==> config.mk <==
export PLATFORM = sky130hd
export DESIGN_NAME = ahb_response_mux
export DESIGN_NICKNAME = d
export VERILOG_FILES = /design/src/hdl/mcu_bus_pkg.sv /design/src/hdl/ahb_response_mux.sv
export SDC_FILE = /design/constraint.sdc
export NUM_CORES = 1
export LEC_CHECK = 0
export BUFFER_PORTS_ARGS = -buffer_cell sky130_fd_sc_hd__buf_2
export CORE_ASPECT_RATIO = 1.4
export CORE_MARGIN = 3
export CORE_UTILIZATION = 23
export CTS_CLUSTER_DIAMETER = 40
export DETAILED_ROUTE_END_ITERATION = 12
export PLACE_DENSITY = 0.67
export SLEW_MARGIN = 5
export SYNTH_ARGS = -nofsm -noshare
export SYNTH_HDL_FRONTEND = slang
export SYNTH_SLANG_ARGS = --single-unit
==> constraint.sdc <==
create_clock -name HCLK -period 1.89 [get_ports HCLK]
set_clock_uncertainty 0.1 [all_clocks]
set_input_delay 0.378 -clock HCLK [delete_from_list [all_inputs] [get_ports HCLK]]
set_output_delay 0.378 -clock HCLK [all_outputs]
set_load 0.05 [all_outputs]
==> src/hdl/mcu_bus_pkg.sv <==
package mcu_bus_pkg;

    // ~~~~~~~~~~~~~~~~~~~~
    // bus widths
    localparam int haddr_w  = 32;
    localparam int hdata_w  = 32;
    localparam int n_lanes  = hdata_w / 8;
    localparam int seg_w    = 10;
    localparam int offset_w = haddr_w - seg_w;     // 22 bit offset inside a segment

    // memory map, segment is addr[31:22]
    localparam logic [seg_w-1:0] seg_main_ram = 10'h000;  // 0x0000_0000
    localparam logic [seg_w-1:0] seg_boot_ram = 10'h07F;  // 0x1FC0_0000
    localparam logic [seg_w-1:0] seg_gpio     = 10'h07E;  // 0x1F80_0000

    // one-hot select bit positions
    localparam int n_slaves     = 4;
    localparam int sel_boot_ram = 0;
    localparam int sel_main_ram = 1;
    localparam int sel_gpio     = 2;
    localparam int sel_default  = 3;

    localparam int n_leds     = 16;
    localparam int n_switches = 16;
    localparam int n_buttons  = 4;

    localparam int wait_cnt_w = 4;   // enough for any sane WAIT_STATES

    // ~~~~~~~~~~~~~~~~~~~~
    // transfer codes, SEQ and BUSY fold into NONSEQ and IDLE
    localparam logic [1:0] trans_idle   = 2'b00;
    localparam logic [1:0] trans_nonseq = 2'b10;

    localparam logic [2:0] size_byte = 3'b000;
    localparam logic [2:0] size_half = 3'b001;

    localparam logic resp_okay  = 1'b0;
    localparam logic resp_error = 1'b1;

    typedef struct packed {
        logic [seg_w-1:0]    seg;
        logic [offset_w-1:0] offset;
    } ahb_map_t;

    // same address word, seen flat or as segment/offset
    typedef union packed {
        logic [haddr_w-1:0] raw;
        ahb_map_t           map;
    } ahb_addr_u;

    typedef struct packed {
        ahb_addr_u          addr;
        logic [1:0]         trans;
        logic               write;
        logic [2:0]         size;
        logic [hdata_w-1:0] wdata;   // data phase only
    } ahb_req_t;

    typedef struct packed {
        logic [hdata_w-1:0] rdata;
        logic               ready;
        logic               resp;
    } ahb_rsp_t;

endpackage
==> src/hdl/ahb_response_mux.sv <==
`timescale 1ns/100ps

module ahb_response_mux (
    input  logic                              HCLK,
    input  logic                              arst_n,
    input  logic [mcu_bus_pkg::n_slaves-1:0] sel,
    input  mcu_bus_pkg::ahb_rsp_t             slave_rsp [mcu_bus_pkg::n_slaves],
    output mcu_bus_pkg::ahb_rsp_t             rsp
);

    logic [mcu_bus_pkg::n_slaves-1:0] sel_dp;  // owner of the current data phase

    always_ff @(posedge HCLK or negedge arst_n) begin
        if (!arst_n) begin
            sel_dp <= '0;
        end else if (rsp.ready) begin
            sel_dp <= sel;
        end
    end

    always_comb begin
        // empty select, nothing pending
        rsp.rdata = '0;
        rsp.ready = 1'b1;
        rsp.resp  = mcu_bus_pkg::resp_okay;
        for (int i = 0; i < mcu_bus_pkg::n_slaves; i++) begin
            if (sel_dp[i]) begin
                rsp = slave_rsp[i];
            end
        end
    end

    // AHB two-cycle error, the first error cycle must not end the transfer
    a_two_cycle_error: assert property (
        @(posedge HCLK) disable iff (!arst_n)
        (rsp.resp == mcu_bus_pkg::resp_error && !rsp.ready)
            |=> (rsp.resp == mcu_bus_pkg::resp_error && rsp.ready)
    ) else $error("ERROR response not completed in two cycles");

endmodule

# Yosys cells after proc, flatten, opt, wreduce, memory -nomap -nowiden
# Index checks and enable logic that the tools add are counted.
# op_classes
add_sub_neg	0
n_shift	0
bitwise_logic	0
n_mux	4
n_mul	0
magnitude_cmp	0
eq_ne	0
n_reduce_logical	0
n_div	0
# ops
operator	n
two-way mux 34 bit	4
# word_totals
reg_bits	4
n_memories	0
romBits	0
latchBits	0
wordCells	5
ram_bits	0

# Logic depth before layout (Yosys ltp)
# depth
depth_word	4
ltp_mapped	6

# Worst setup path after synthesis
# OpenSTA, ideal clock, no wires.
# synth_path
kind	register -> output
start	register sel_dp[2] (netlist name)
end	output rsp[10] (netlist name)
stages_incl_launch_ff	6
path_slack_ps	-699
path_buffers	2
arrival_time_ps	2111
cell_sequence	dfrtp_1 > buf_2 > buf_1 > a221o_1 > o21ai_0 > o21ai_0
# synth_rtl
item	line	text
from (decl)	ahb_response_mux.sv:11	logic [mcu_bus_pkg::n_slaves-1:0] sel_dp;
from (signal assigned)	ahb_response_mux.sv:17	sel_dp <= sel;
to (decl)	ahb_response_mux.sv:8	output mcu_bus_pkg::ahb_rsp_t rsp

==> run summary <==
status: finished, violations left
violated checks: setup timing
worst slew margin relative to its limit: 84.5%
Antenna Violating Nets Remaining: 0
Worst-Margin Slew: 0.231 ns
max capacitance violation total: 0
Root Driver: sky130_fd_sc_hd__clkbuf_8
core area: 0.00464 sq mm
count leader, synth: sky130_fd_sc_hd__o21ai_0
clock buffer depth: 2
CTS tree: done
synthesized netlist cell count: 180
ratio of cells with drive above 1 in the final layout: 75.8%
total of fill cells in the finished design: 440
Most Crowded Layer GR: met2
antenna violations before repair: 0
number of rows in the core area: 29
final WL: 6820 microns
placement-stage worst setup slack: -0.0950 ns
maximum number of pins on one net before global-route repair: 29
starting density of the core: 24.5%
Synthesized Nets: 322
met2 layer usage reported by global route: 42.6%
final count of negative-setup-slack endpoints: 32
number of different library cells in the post-synthesis netlist: 19
full die area: 0.00584 sq mm
highest net fanout along the worst path: 9
Non-Filler Cell Area, Final: 0.00294 sq mm
Hold Fails Final Rpt: 0
unrepaired setup endpoints after global routing: true
met3 track utilization from global routing: 2.64%
first-pass detailed-route iteration total: 4
total inserted antenna cells: 0
nets: 499
clock input transition at the sequential cells of the worst setup and hold paths: 0.04 ns
Largest register FFs: 4
vias post-DR: 2125
area added between synthesis and finish: 158%
instance area at placement: 0.00248 sq mm
final count of pins violating max slew: 0
TritonCTS sink count: 4
H-tree depth: 1
largest area contributor in the synthesized netlist: sky130_fd_sc_hd__o21ai_0
Routed WL per cell: 16.3 microns
sum of negative setup slack: -3.89 ns
worst min-delay path category: in -> reg
critical path endpoint category: output pin
global-route met1 utilization: 24.3%
CTS buffer count: 3
total area of multi-input combinational cells: 0.00136 sq mm
vias in the first global route: 2209
cell area after technology mapping: 0.00114 sq mm
weighted congestion reported at the end of routability-driven placement: 0.798
timing-limited maximum frequency: 0.487 GHz
ratio of final minimum period to clock period: 109%
Top reg by flops: sel_dp
first-pass GRT wire length: 10200 microns
share of Yosys cell area claimed by the top area cell type: 28.6%
overflow left after global routing: 0
sequential share of the synthesized area: 8.79%
registers with the highest flip-flop counts: sel_dp x4
FF+latch count, synth: 4
power density of the placed cells: 2260 mW/mm^2
minimum clock period after layout: 2.05 ns
Max IR drop VDD: 1440 uV
Die Y-Extent: 89.3 microns
number of violations reported at the end of detailed-routing iteration 0: 94
area taken by flip-flops and latches: 105 sq um
critical setup path kind: reg -> out
Worst Slack Setup Final: -0.163 ns
Die Span X: 65.5 microns
remaining design rule violation count: 0
Syn Area/Cell: 6.33 sq um
number of flops mapped to enable cells by yosys: 0
Post-synth top cells: 65 x sky130_fd_sc_hd__o21ai_0, 35 x sky130_fd_sc_hd__nand2_1, 31 x sky130_fd_sc_hd__a221o_1
category of the worst setup path launch point: register
all-layer global routing usage: 21.6%
Synth area leaders: sky130_fd_sc_hd__o21ai_0 29%, sky130_fd_sc_hd__a221o_1 27%, sky130_fd_sc_hd__nand2_1 12%, sky130_fd_sc_hd__dfrtp_1 8.8%, sky130_fd_sc_hd__buf_2 4.0%
HPWL Detailed: 5140 microns
clock latency on the worst-skew pair: 0.22 ns
Primary FF master, synth: sky130_fd_sc_hd__dfrtp_1
number of I/O port buffers: 175
via-per-instance ratio: 5.08
critical path data required time: 1.41 ns
share of synthesized flip-flops with an asynchronous set or reset: 100%
number of placed I/O pins: 176
cell leakage power: 1.40 nW
Ys Warns: 0
Worst Path Arrival: 1.58 ns
-- cells by family after synthesis --
kind of cell	Yosys count	share of synthesized area, %
compound gates	109	64.2
buf+inv	27	10.5
flops	4	8.79
mux	2	2.64
simple gates	38	13.8
-- final timing paths --
| path | start | endpoint | slack (ns) | depth (start not counted) |
|---|---|---|---|---|
| worst min-delay path | sel[3] | sel_dp[3] | 0.29 | 3 |
| worst max-delay path | sel_dp[1] | rsp[7] | -0.16 | 6 |
| min in group asynchronous | arst_n | sel_dp[3] | 0.39 | 2 |
| worst min register to register | sel_dp[0] | sel_dp[0] | 0.55 | 2 |
| max in group asynchronous | arst_n | sel_dp[1] | 1.16 | 2 |
| worst max register to register | sel_dp[1] | sel_dp[0] | 0.08 | 5 |
-- per-stage QoR --
stage               cells  power, mW  hold WS [ns]  utilization, %
floorplan             180       4.10       -0.0176               -
detailed placement    411       5.27        0.0885            53.4
CTS                   417       6.41         0.288            61.2
global route          418       7.00         0.288            63.3
finish                418       6.65         0.292            63.3
global placement      411       5.21        0.0826            53.4
-- critical path: stages (launching register included) --
cell                      delay, ns
sky130_fd_sc_hd__dfrtp_2       0.43
sky130_fd_sc_hd__nor2b_4       0.18
sky130_fd_sc_hd__buf_6         0.17
sky130_fd_sc_hd__a221o_1       0.17
sky130_fd_sc_hd__o21ai_2       0.08
sky130_fd_sc_hd__o21ai_4       0.14
sky130_fd_sc_hd__buf_6         0.17
-- layer usage --
layer	routed length [microns]	vias up
met3	335	13
met2	4010	85
met1	2360	977
met4	114	0
met5	0	-
li1	-	1050
-- cell usage in the layout (no fill, tap or decap), types with 2 or more instances in the layout --
| master | Yosys | routed |
|---|---|---|
| sky130_fd_sc_hd__a21oi_1 | 4 | 3 |
| sky130_fd_sc_hd__dfrtp_1 | 4 | 2 |
| sky130_fd_sc_hd__buf_4 | 0 | 9 |
| sky130_fd_sc_hd__o21ai_4 | 0 | 24 |
| sky130_fd_sc_hd__o21ai_0 | 65 | 2 |
| sky130_fd_sc_hd__a221o_1 | 31 | 31 |
| sky130_fd_sc_hd__buf_12 | 0 | 4 |
| sky130_fd_sc_hd__o21ai_1 | 4 | 4 |
| sky130_fd_sc_hd__inv_1 | 4 | 3 |
| sky130_fd_sc_hd__buf_2 | 9 | 141 |
| sky130_fd_sc_hd__o21ai_2 | 0 | 39 |
| sky130_fd_sc_hd__buf_8 | 0 | 4 |
| sky130_fd_sc_hd__buf_6 | 1 | 35 |
| sky130_fd_sc_hd__mux2_4 | 2 | 2 |
| sky130_fd_sc_hd__clkbuf_8 | 0 | 3 |
| sky130_fd_sc_hd__nand2_1 | 35 | 35 |
-- timing repair --
| item | in CTS | in global routing |
|---|---|---|
| setup buffers | 1 | 3 |
| resized for setup | 122 | 28 |
| hold buffers | 1 | 0 |
| cloned | 0 | 1 |
| pin swaps | 0 | 7 |
| endpoints found under the setup margin | 34 | 36 |
| hold endpoints to repair | 4 | 0 |
-- layout make-up --
cell class                 instances  area share (%)
tap                               62            2.64
multi-input combinational        149            46.1
sequential                         4            3.57
timing repair buffer             195            45.7
inverter                           4           0.511
clock buffer                       4            1.53
-- power breakdown --
part	internal (mW)	switching [mW]
combinational	2.50	3.71
clock	0.144	0.0481
sequential	0.139	0.103
Note: power is estimated with default switching activity, not from simulation.
