===== src/hdl/mcu_bus_pkg.sv =====
package mcu_bus_pkg;

    // ~~~~~~~~~~~~~~~~~~~~
    // bus widths
    localparam int haddr_w  = 32;
    localparam int hdata_w  = 32;
    localparam int n_lanes  = hdata_w / 8;
    localparam int seg_w    = 10;
    localparam int offset_w = haddr_w - seg_w;     // 22 bit offset inside a segment

    // memory map, segment is addr[31:22]
    localparam logic [seg_w-1:0] seg_main_ram = 10'h000;  // 0x0000_0000
    localparam logic [seg_w-1:0] seg_boot_ram = 10'h07F;  // 0x1FC0_0000
    localparam logic [seg_w-1:0] seg_gpio     = 10'h07E;  // 0x1F80_0000

    // one-hot select bit positions
    localparam int n_slaves     = 4;
    localparam int sel_boot_ram = 0;
    localparam int sel_main_ram = 1;
    localparam int sel_gpio     = 2;
    localparam int sel_default  = 3;

    localparam int n_leds     = 16;
    localparam int n_switches = 16;
    localparam int n_buttons  = 4;

    localparam int wait_cnt_w = 4;   // enough for any sane WAIT_STATES

    // ~~~~~~~~~~~~~~~~~~~~
    // transfer codes, SEQ and BUSY fold into NONSEQ and IDLE
    localparam logic [1:0] trans_idle   = 2'b00;
    localparam logic [1:0] trans_nonseq = 2'b10;

    localparam logic [2:0] size_byte = 3'b000;
    localparam logic [2:0] size_half = 3'b001;

    localparam logic resp_okay  = 1'b0;
    localparam logic resp_error = 1'b1;

    typedef struct packed {
        logic [seg_w-1:0]    seg;
        logic [offset_w-1:0] offset;
    } ahb_map_t;

    // same address word, seen flat or as segment/offset
    typedef union packed {
        logic [haddr_w-1:0] raw;
        ahb_map_t           map;
    } ahb_addr_u;

    typedef struct packed {
        ahb_addr_u          addr;
        logic [1:0]         trans;
        logic               write;
        logic [2:0]         size;
        logic [hdata_w-1:0] wdata;   // data phase only
    } ahb_req_t;

    typedef struct packed {
        logic [hdata_w-1:0] rdata;
        logic               ready;
        logic               resp;
    } ahb_rsp_t;

endpackage

===== src/hdl/ahb_gpio_slave.sv =====
`timescale 1ns/100ps

module ahb_gpio_slave (
    input  logic                               HCLK,
    input  logic                               arst_n,
    input  logic                               hsel,
    input  logic                               hready_in,
    input  mcu_bus_pkg::ahb_req_t              req,
    output mcu_bus_pkg::ahb_rsp_t              rsp,
    input  logic [mcu_bus_pkg::n_switches-1:0] switches,
    input  logic [mcu_bus_pkg::n_buttons-1:0]  buttons,
    output logic [mcu_bus_pkg::n_leds-1:0]     leds
);

    logic [mcu_bus_pkg::n_switches-1:0] switches_meta;
    logic [mcu_bus_pkg::n_switches-1:0] switches_sync;
    logic [mcu_bus_pkg::n_buttons-1:0]  buttons_meta;
    logic [mcu_bus_pkg::n_buttons-1:0]  buttons_sync;

    logic       dp_active;
    logic       dp_write;
    logic [1:0] dp_reg;   // word index, 0 leds / 1 switches / 2 buttons

    // ~~~~~~~~~~~~~~~~~~~~
    // input synchronizers
    always_ff @(posedge HCLK or negedge arst_n) begin
        if (!arst_n) begin
            switches_meta <= '0;
            switches_sync <= '0;
            buttons_meta  <= '0;
            buttons_sync  <= '0;
        end else begin
            switches_meta <= switches;
            switches_sync <= switches_meta;
            buttons_meta  <= buttons;
            buttons_sync  <= buttons_meta;
        end
    end

    // address phase
    always_ff @(posedge HCLK or negedge arst_n) begin
        if (!arst_n) begin
            dp_active <= 1'b0;
        end else if (hready_in) begin
            dp_active <= hsel && req.trans[1];
        end
    end

    always_ff @(posedge HCLK) begin
        if (hsel && hready_in && req.trans[1]) begin
            dp_write <= req.write;
            dp_reg   <= req.addr.map.offset[3:2];
        end
    end

    // ~~~~~~~~~~~~~~~~~~~~
    // data phase, only the led register takes writes
    always_ff @(posedge HCLK or negedge arst_n) begin
        if (!arst_n) begin
            leds <= '0;
        end else if (dp_active && dp_write && dp_reg == 2'd0) begin
            leds <= req.wdata[mcu_bus_pkg::n_leds-1:0];
        end
    end

    always_comb begin
        rsp.rdata = '0;
        rsp.ready = 1'b1;
        rsp.resp  = mcu_bus_pkg::resp_okay;
        case (dp_reg)
            2'd0:    rsp.rdata[mcu_bus_pkg::n_leds-1:0]     = leds;
            2'd1:    rsp.rdata[mcu_bus_pkg::n_switches-1:0] = switches_sync;
            2'd2:    rsp.rdata[mcu_bus_pkg::n_buttons-1:0]  = buttons_sync;
            default: rsp.rdata = '0;
        endcase
    end

endmodule


===== config.mk =====
export PLATFORM = sky130hd
export DESIGN_NAME = ahb_gpio_slave
export DESIGN_NICKNAME = d
export VERILOG_FILES = /design/src/hdl/mcu_bus_pkg.sv /design/src/hdl/ahb_gpio_slave.sv
export SDC_FILE = /design/constraint.sdc
export NUM_CORES = 1
export LEC_CHECK = 0
export ABC_AREA = 1
export BUFFER_PORTS_ARGS = -buffer_cell sky130_fd_sc_hd__buf_2
export CAP_MARGIN = 20
export CORE_ASPECT_RATIO = 0.5
export CORE_MARGIN = 2
export CORE_UTILIZATION = 37
export CTS_BUF_LIST = sky130_fd_sc_hd__clkbuf_16
export DETAILED_ROUTE_END_ITERATION = 10
export GPL_ROUTABILITY_DRIVEN = 0
export PLACE_DENSITY = 0.76
export SYNTH_ARGS = -nofsm -noshare
export SYNTH_HDL_FRONTEND = slang
export SYNTH_SLANG_ARGS = --single-unit

===== constraint.sdc =====
create_clock -name HCLK -period 1.05 [get_ports HCLK]
set_input_delay 0.21 -clock HCLK [delete_from_list [all_inputs] [get_ports HCLK]]
set_output_delay 0.21 -clock HCLK [all_outputs]
set_load 0.02 [all_outputs]

### Word level (Yosys, flattened, before mapping)

Index checks and enable logic that the tools add are counted.

| cells by class | value |
|---|---|
| shift operators | 0 |
| bitwise gates (word level) | 0 |
| multiplexer cells | 2 |
| reduce and logical (&&, ||, !) cells | 6 |
| div/mod/pow operators | 0 |
| equal/unequal tests | 2 |
| order comparisons | 0 |
| multiply operators | 0 |
| $add $sub $neg | 0 |

Operator list:

| cell | number |
|---|---|
| 12-bit one-hot mux with 2 select lines | 1 |
| 4-bit one-hot mux with 3 select lines | 1 |
| 1-bit logical AND | 5 |
| 2-bit by 1-bit equality test with 1-bit output, second input constant | 1 |
| 2-bit equality test, second input constant | 1 |
| 2-bit zero test | 1 |

| storage, ports and cells | value |
|---|---|
| latch bits | 0 |
| bits in read-only memories | 0 |
| register bits | 60 |
| memory bits (writable) | 0 |
| input bits | 94 |
| memories kept | 0 |
| word-level logic and storage cells | 18 |

### Longest topological paths before layout

| depth | value |
|---|---|
| word-level depth | 2 |
| depth in mapped cells | 6 |

### Worst setup path after synthesis

OpenSTA, ideal clock, no wires.

| timing path | value |
|---|---|
| path kind | reg2out |
| start | reg dp_reg[1] |
| end | out rsp[2] in the netlist's numbering |
| data required time | 0.840 ns |
| arrival time | 1.063 ns |
| path slack | -0.223 ns |
| cell stages (with the launch flop) | 5 |
| buffers on the path | 1 |
| path through | edfxtp_1 -> nor2_4 -> buf_4 -> nand2_1 -> nand3_1 |

RTL lines:

| what | RTL line | RTL |
|---|---|---|
| start, declared | ahb_gpio_slave.sv:22 | `logic [1:0] dp_reg;` |
| start signal, assigned | ahb_gpio_slave.sv:52 | `dp_reg <= req.addr.map.offset[3:2];` |
| end, declared | ahb_gpio_slave.sv:9 | `output mcu_bus_pkg::ahb_rsp_t rsp,` |

==> impl_metrics.py <==
metrics = {
    "run_status": {
        "status": "finished, violations left",
        "violations": "design-rule violations, negative setup slack",
    },
    "worst_setup_path": {
        "critPathMostFrequentCell": "buf_6",
        "worst_setup_path_start_kind": "flip-flop",
        "crit_path_max_fanout": 6,
        "worst_ep_required_time_ns": 0.84,
        "timing.critical_path.slowest_cell_delay_ns": 0.47,
        "worstSetupPathType": "reg2out",
        "cp_max_delay_cell": "edfxtp_1",
        "worst_setup_path_end_kind": "output port",
        "timing.critical_path.cells": "nor2_4 > buf_6 > nand2_1 > nand2_2 > buf_6",
        "critPathArrivalTime_ns": 1.42,
    },
    "cts": {
        "clkLatencyLatePin_ns": 0.33,
        "cts_tree": "yes",
        "cts.reportedPaths.clkPinSlew_ns": 0.06,
        "clock-sinks": 60,
        "htree_depth": 3,
        "clock_tree.root_cell": "clkbuf_16",
        "clock_tree.buffer_depth": 2,
        "tritoncts.num_buffers": 9,
    },
    "drt": {
        "met1Wirelength_mm": 2.24,
        "antenna_violating_nets_post_route": 0,
        "wl_mm": 5.97,
        "met2_wirelength_mm": 3.00,
        "met3RoutedLength_um": 482,
        "post-route-drc-count": 3,
        "top_routing_layer_in_use": "met4",
        "detailedRoute.firstPassIterationCount": 9,
        "first_iter_violations": 155,
        "viasPerCell": 4.84,
        "num_vias": 1901,
        "post_drt_wl_per_cell_um": 15.2,
    },
    "yosys": {
        "synth-edff-count": 3,
        "synth_warnings": 0,
        "number_of_distinct_standard_cells_referenced_by_the_synthesized_netlist": 13,
        "syn_area_per_cell_um2": 11.1,
        "fraction_of_synthesized_cell_area_taken_by_the_top_area_cell_type": 0.646,
        "ys_dominant_reg_cell": "dfrtp_1",
        "netlist_area_um2": 2210,
        "synth_largest_area_cell": "dfrtp_1",
        "ys_top_cells_by_area": "dfrtp_1 (65%), nand2_1 (10%), nand3_1 (9.3%)",
        "commonest_cells_post_synth": "nand2_1 (61), dfrtp_1 (57), nand3_1 (41), buf_4 (21), inv_1 (4)",
        "ys_async_sr_fraction": 0.950,
        "synthMostInstantiatedCell": "nand2_1",
        "sequential_element_share_of_the_synthesized_area": 0.687,
        "gate_count_post_synth": 198,
        "ys_ff_latch": 60,
    },
    "power": {
        "power_per_cell_area_nw_per_um2": 2110,
        "share_clk_of_total_power": 0.412,
        "irDropWorstVdd_mv": 1.22,
        "seq_power_share": 0.383,
        "intPower_mw": 5.37,
        "p_sw_frac": 0.277,
        "share_comb_of_total_power": 0.205,
        "static-leakage-power_nw": 1.79,
        "total_power_mw": 7.43,
        "netSwitchingPower_mw": 2.06,
    },
    "final_layout": {
        "synthesis_to_layout_area_growth_pct": 59.5,
        "n_antenna_cell": 0,
        "reg.largest.list": "leds x16, switches_meta x16, switches_sync x16",
        "layout-drive-gt1-share": 0.434,
        "layout.nets": 409,
    },
    "floorplan": {
        "ios": 144,
        "floorplan.initialDensity": 0.393,
        "die_y_um": 58.6,
        "floorplan.rows": 19,
        "core_footprint_um2": 5610,
        "fp.dieArea_um2": 6640,
        "die_width_um": 113,
    },
    "sta": {
        "grt_setup_unrepaired": "yes",
        "setup_viol": 48,
        "finalHoldWorstSlack_ns": 0.0575,
        "setup_total_negative_slack_ns": -15.36,
        "hold_viol_final": 0,
        "timing.clock.skew_ns": 0.00856,
        "fmax_mhz": 614,
        "final_min_period_over_clock_period": 1.55,
        "fin_ws_ns": -0.579,
        "timing.final.crit_period_ns": 1.63,
        "slew_limit_fails": 0,
    },
    "global_routing": {
        "globalRouteTotalUtil": 0.170,
        "first_pass_grt_wire_length_mm": 8.29,
        "antenna_found_initial": 0,
        "grt_start_max_net_pins": 48,
        "grt.overflow.total": 0,
        "number_of_global_route_vias_before_repair": 1761,
    },
    "placed_design": {
        "detailedPlace.worstSlack_ns": -0.221,
        "port_buffers": 75,
        "hpwlAfterDp_mm": 3.57,
    },
    "worst_hold_path": {
        "min_path_type": "in2reg",
    },
    "job": {
        "timing.max_cap.violations": 0,
    },
}
==> layer usage <==
metal	GRT usage	vias to the layer above
met5	0	-
met4	0.0993	0
met3	0.0608	30
met2	0.293	129
met1	0.187	911
li1	-	831
==> critical path: cells and delay by family (launching register included) <==
family	cells	cell delay [ns]
flops	1	0.47
simple gates	3	0.35
buf+inv	2	0.26
==> stage by stage <==
step	cell area [µm²]	utilization	instances
floorplan	2320	-	214
global placement	2710	0.483	350
detailed placement	2710	0.483	350
CTS	3400	0.606	385
global route	3520	0.628	393
finish	3520	0.628	393
==> layout make-up <==
type	count	area, µm²
fill	391	2090
sequential	60	1520
timing repair buffer	116	962
multi-input combinational	123	613
clock buffer	9	225
clock inverter	7	91.3
tap	73	91.3
inverter	5	20.0
==> kinds of logic (layout without fill, tap and decap cells) <==
logic type	count (synthesis)	count (layout)	share of synthesized area
simple gates	104	104	0.207
buf+inv	31	137	0.100
flops	60	60	0.687
other cells	2	18	0.00340
compound gates	1	1	0.00227
==> repair_timing <==
item | CTS | global route
pin swaps | 0 | 3
setup endpoints to repair | 48 | 48
buffers inserted | 2 | 2
endpoints found under the hold margin | 26 | 4
gates cloned | 0 | 2
hold buffers | 17 | 4
resized for setup | 59 | 19
==> final timing paths <==
check | from | end | slack, ns | cells after the start
hold reg to reg | switches_meta[7]$_DFF_PN0_ | switches_sync[7]$_DFF_PN0_ | 0.34 | 0
max in group asynchronous | arst_n | leds[13]$_DFFE_PN0P_ | 0.20 | 3
setup / recovery | dp_reg[1]$_DFFE_PP_ | rsp[11] | -0.58 | 5
setup reg to reg | dp_reg[1]$_DFFE_PP_ | leds[14]$_DFFE_PN0P_ | -0.37 | 7
hold / removal | req[40] | dp_reg[0]$_DFFE_PP_ | 0.06 | 1
min in group asynchronous | arst_n | switches_meta[4]$_DFF_PN0_ | 0.34 | 2
==> cell usage in the layout (no fill, tap or decap), drive strengths merged <==
master / count
buf: 95
nand2: 62
dfrtp: 57
nand3: 41
dlygate4sd3: 21
conb: 18
clkbuf: 9
inv: 6
edfxtp: 3
clkinv: 3
bufinv: 2
nor2: 1
o21ai: 1
clkinvlp: 1
==> power groups by stage <==
stage | Sequential, mW | Clock (mW) | Combinational, mW
6_report | 2.85 | 3.06 | 1.52
5_1_grt | 2.88 | 3.21 | 1.61
4_1_cts | 2.81 | 3.06 | 1.40
3_5_place_dp | 2.81 | 0 | 1.09
3_3_place_gp | 2.80 | 0 | 1.06
2_1_floorplan | 2.98 | 0 | 0.471
Note: power is estimated with default switching activity, not from simulation.
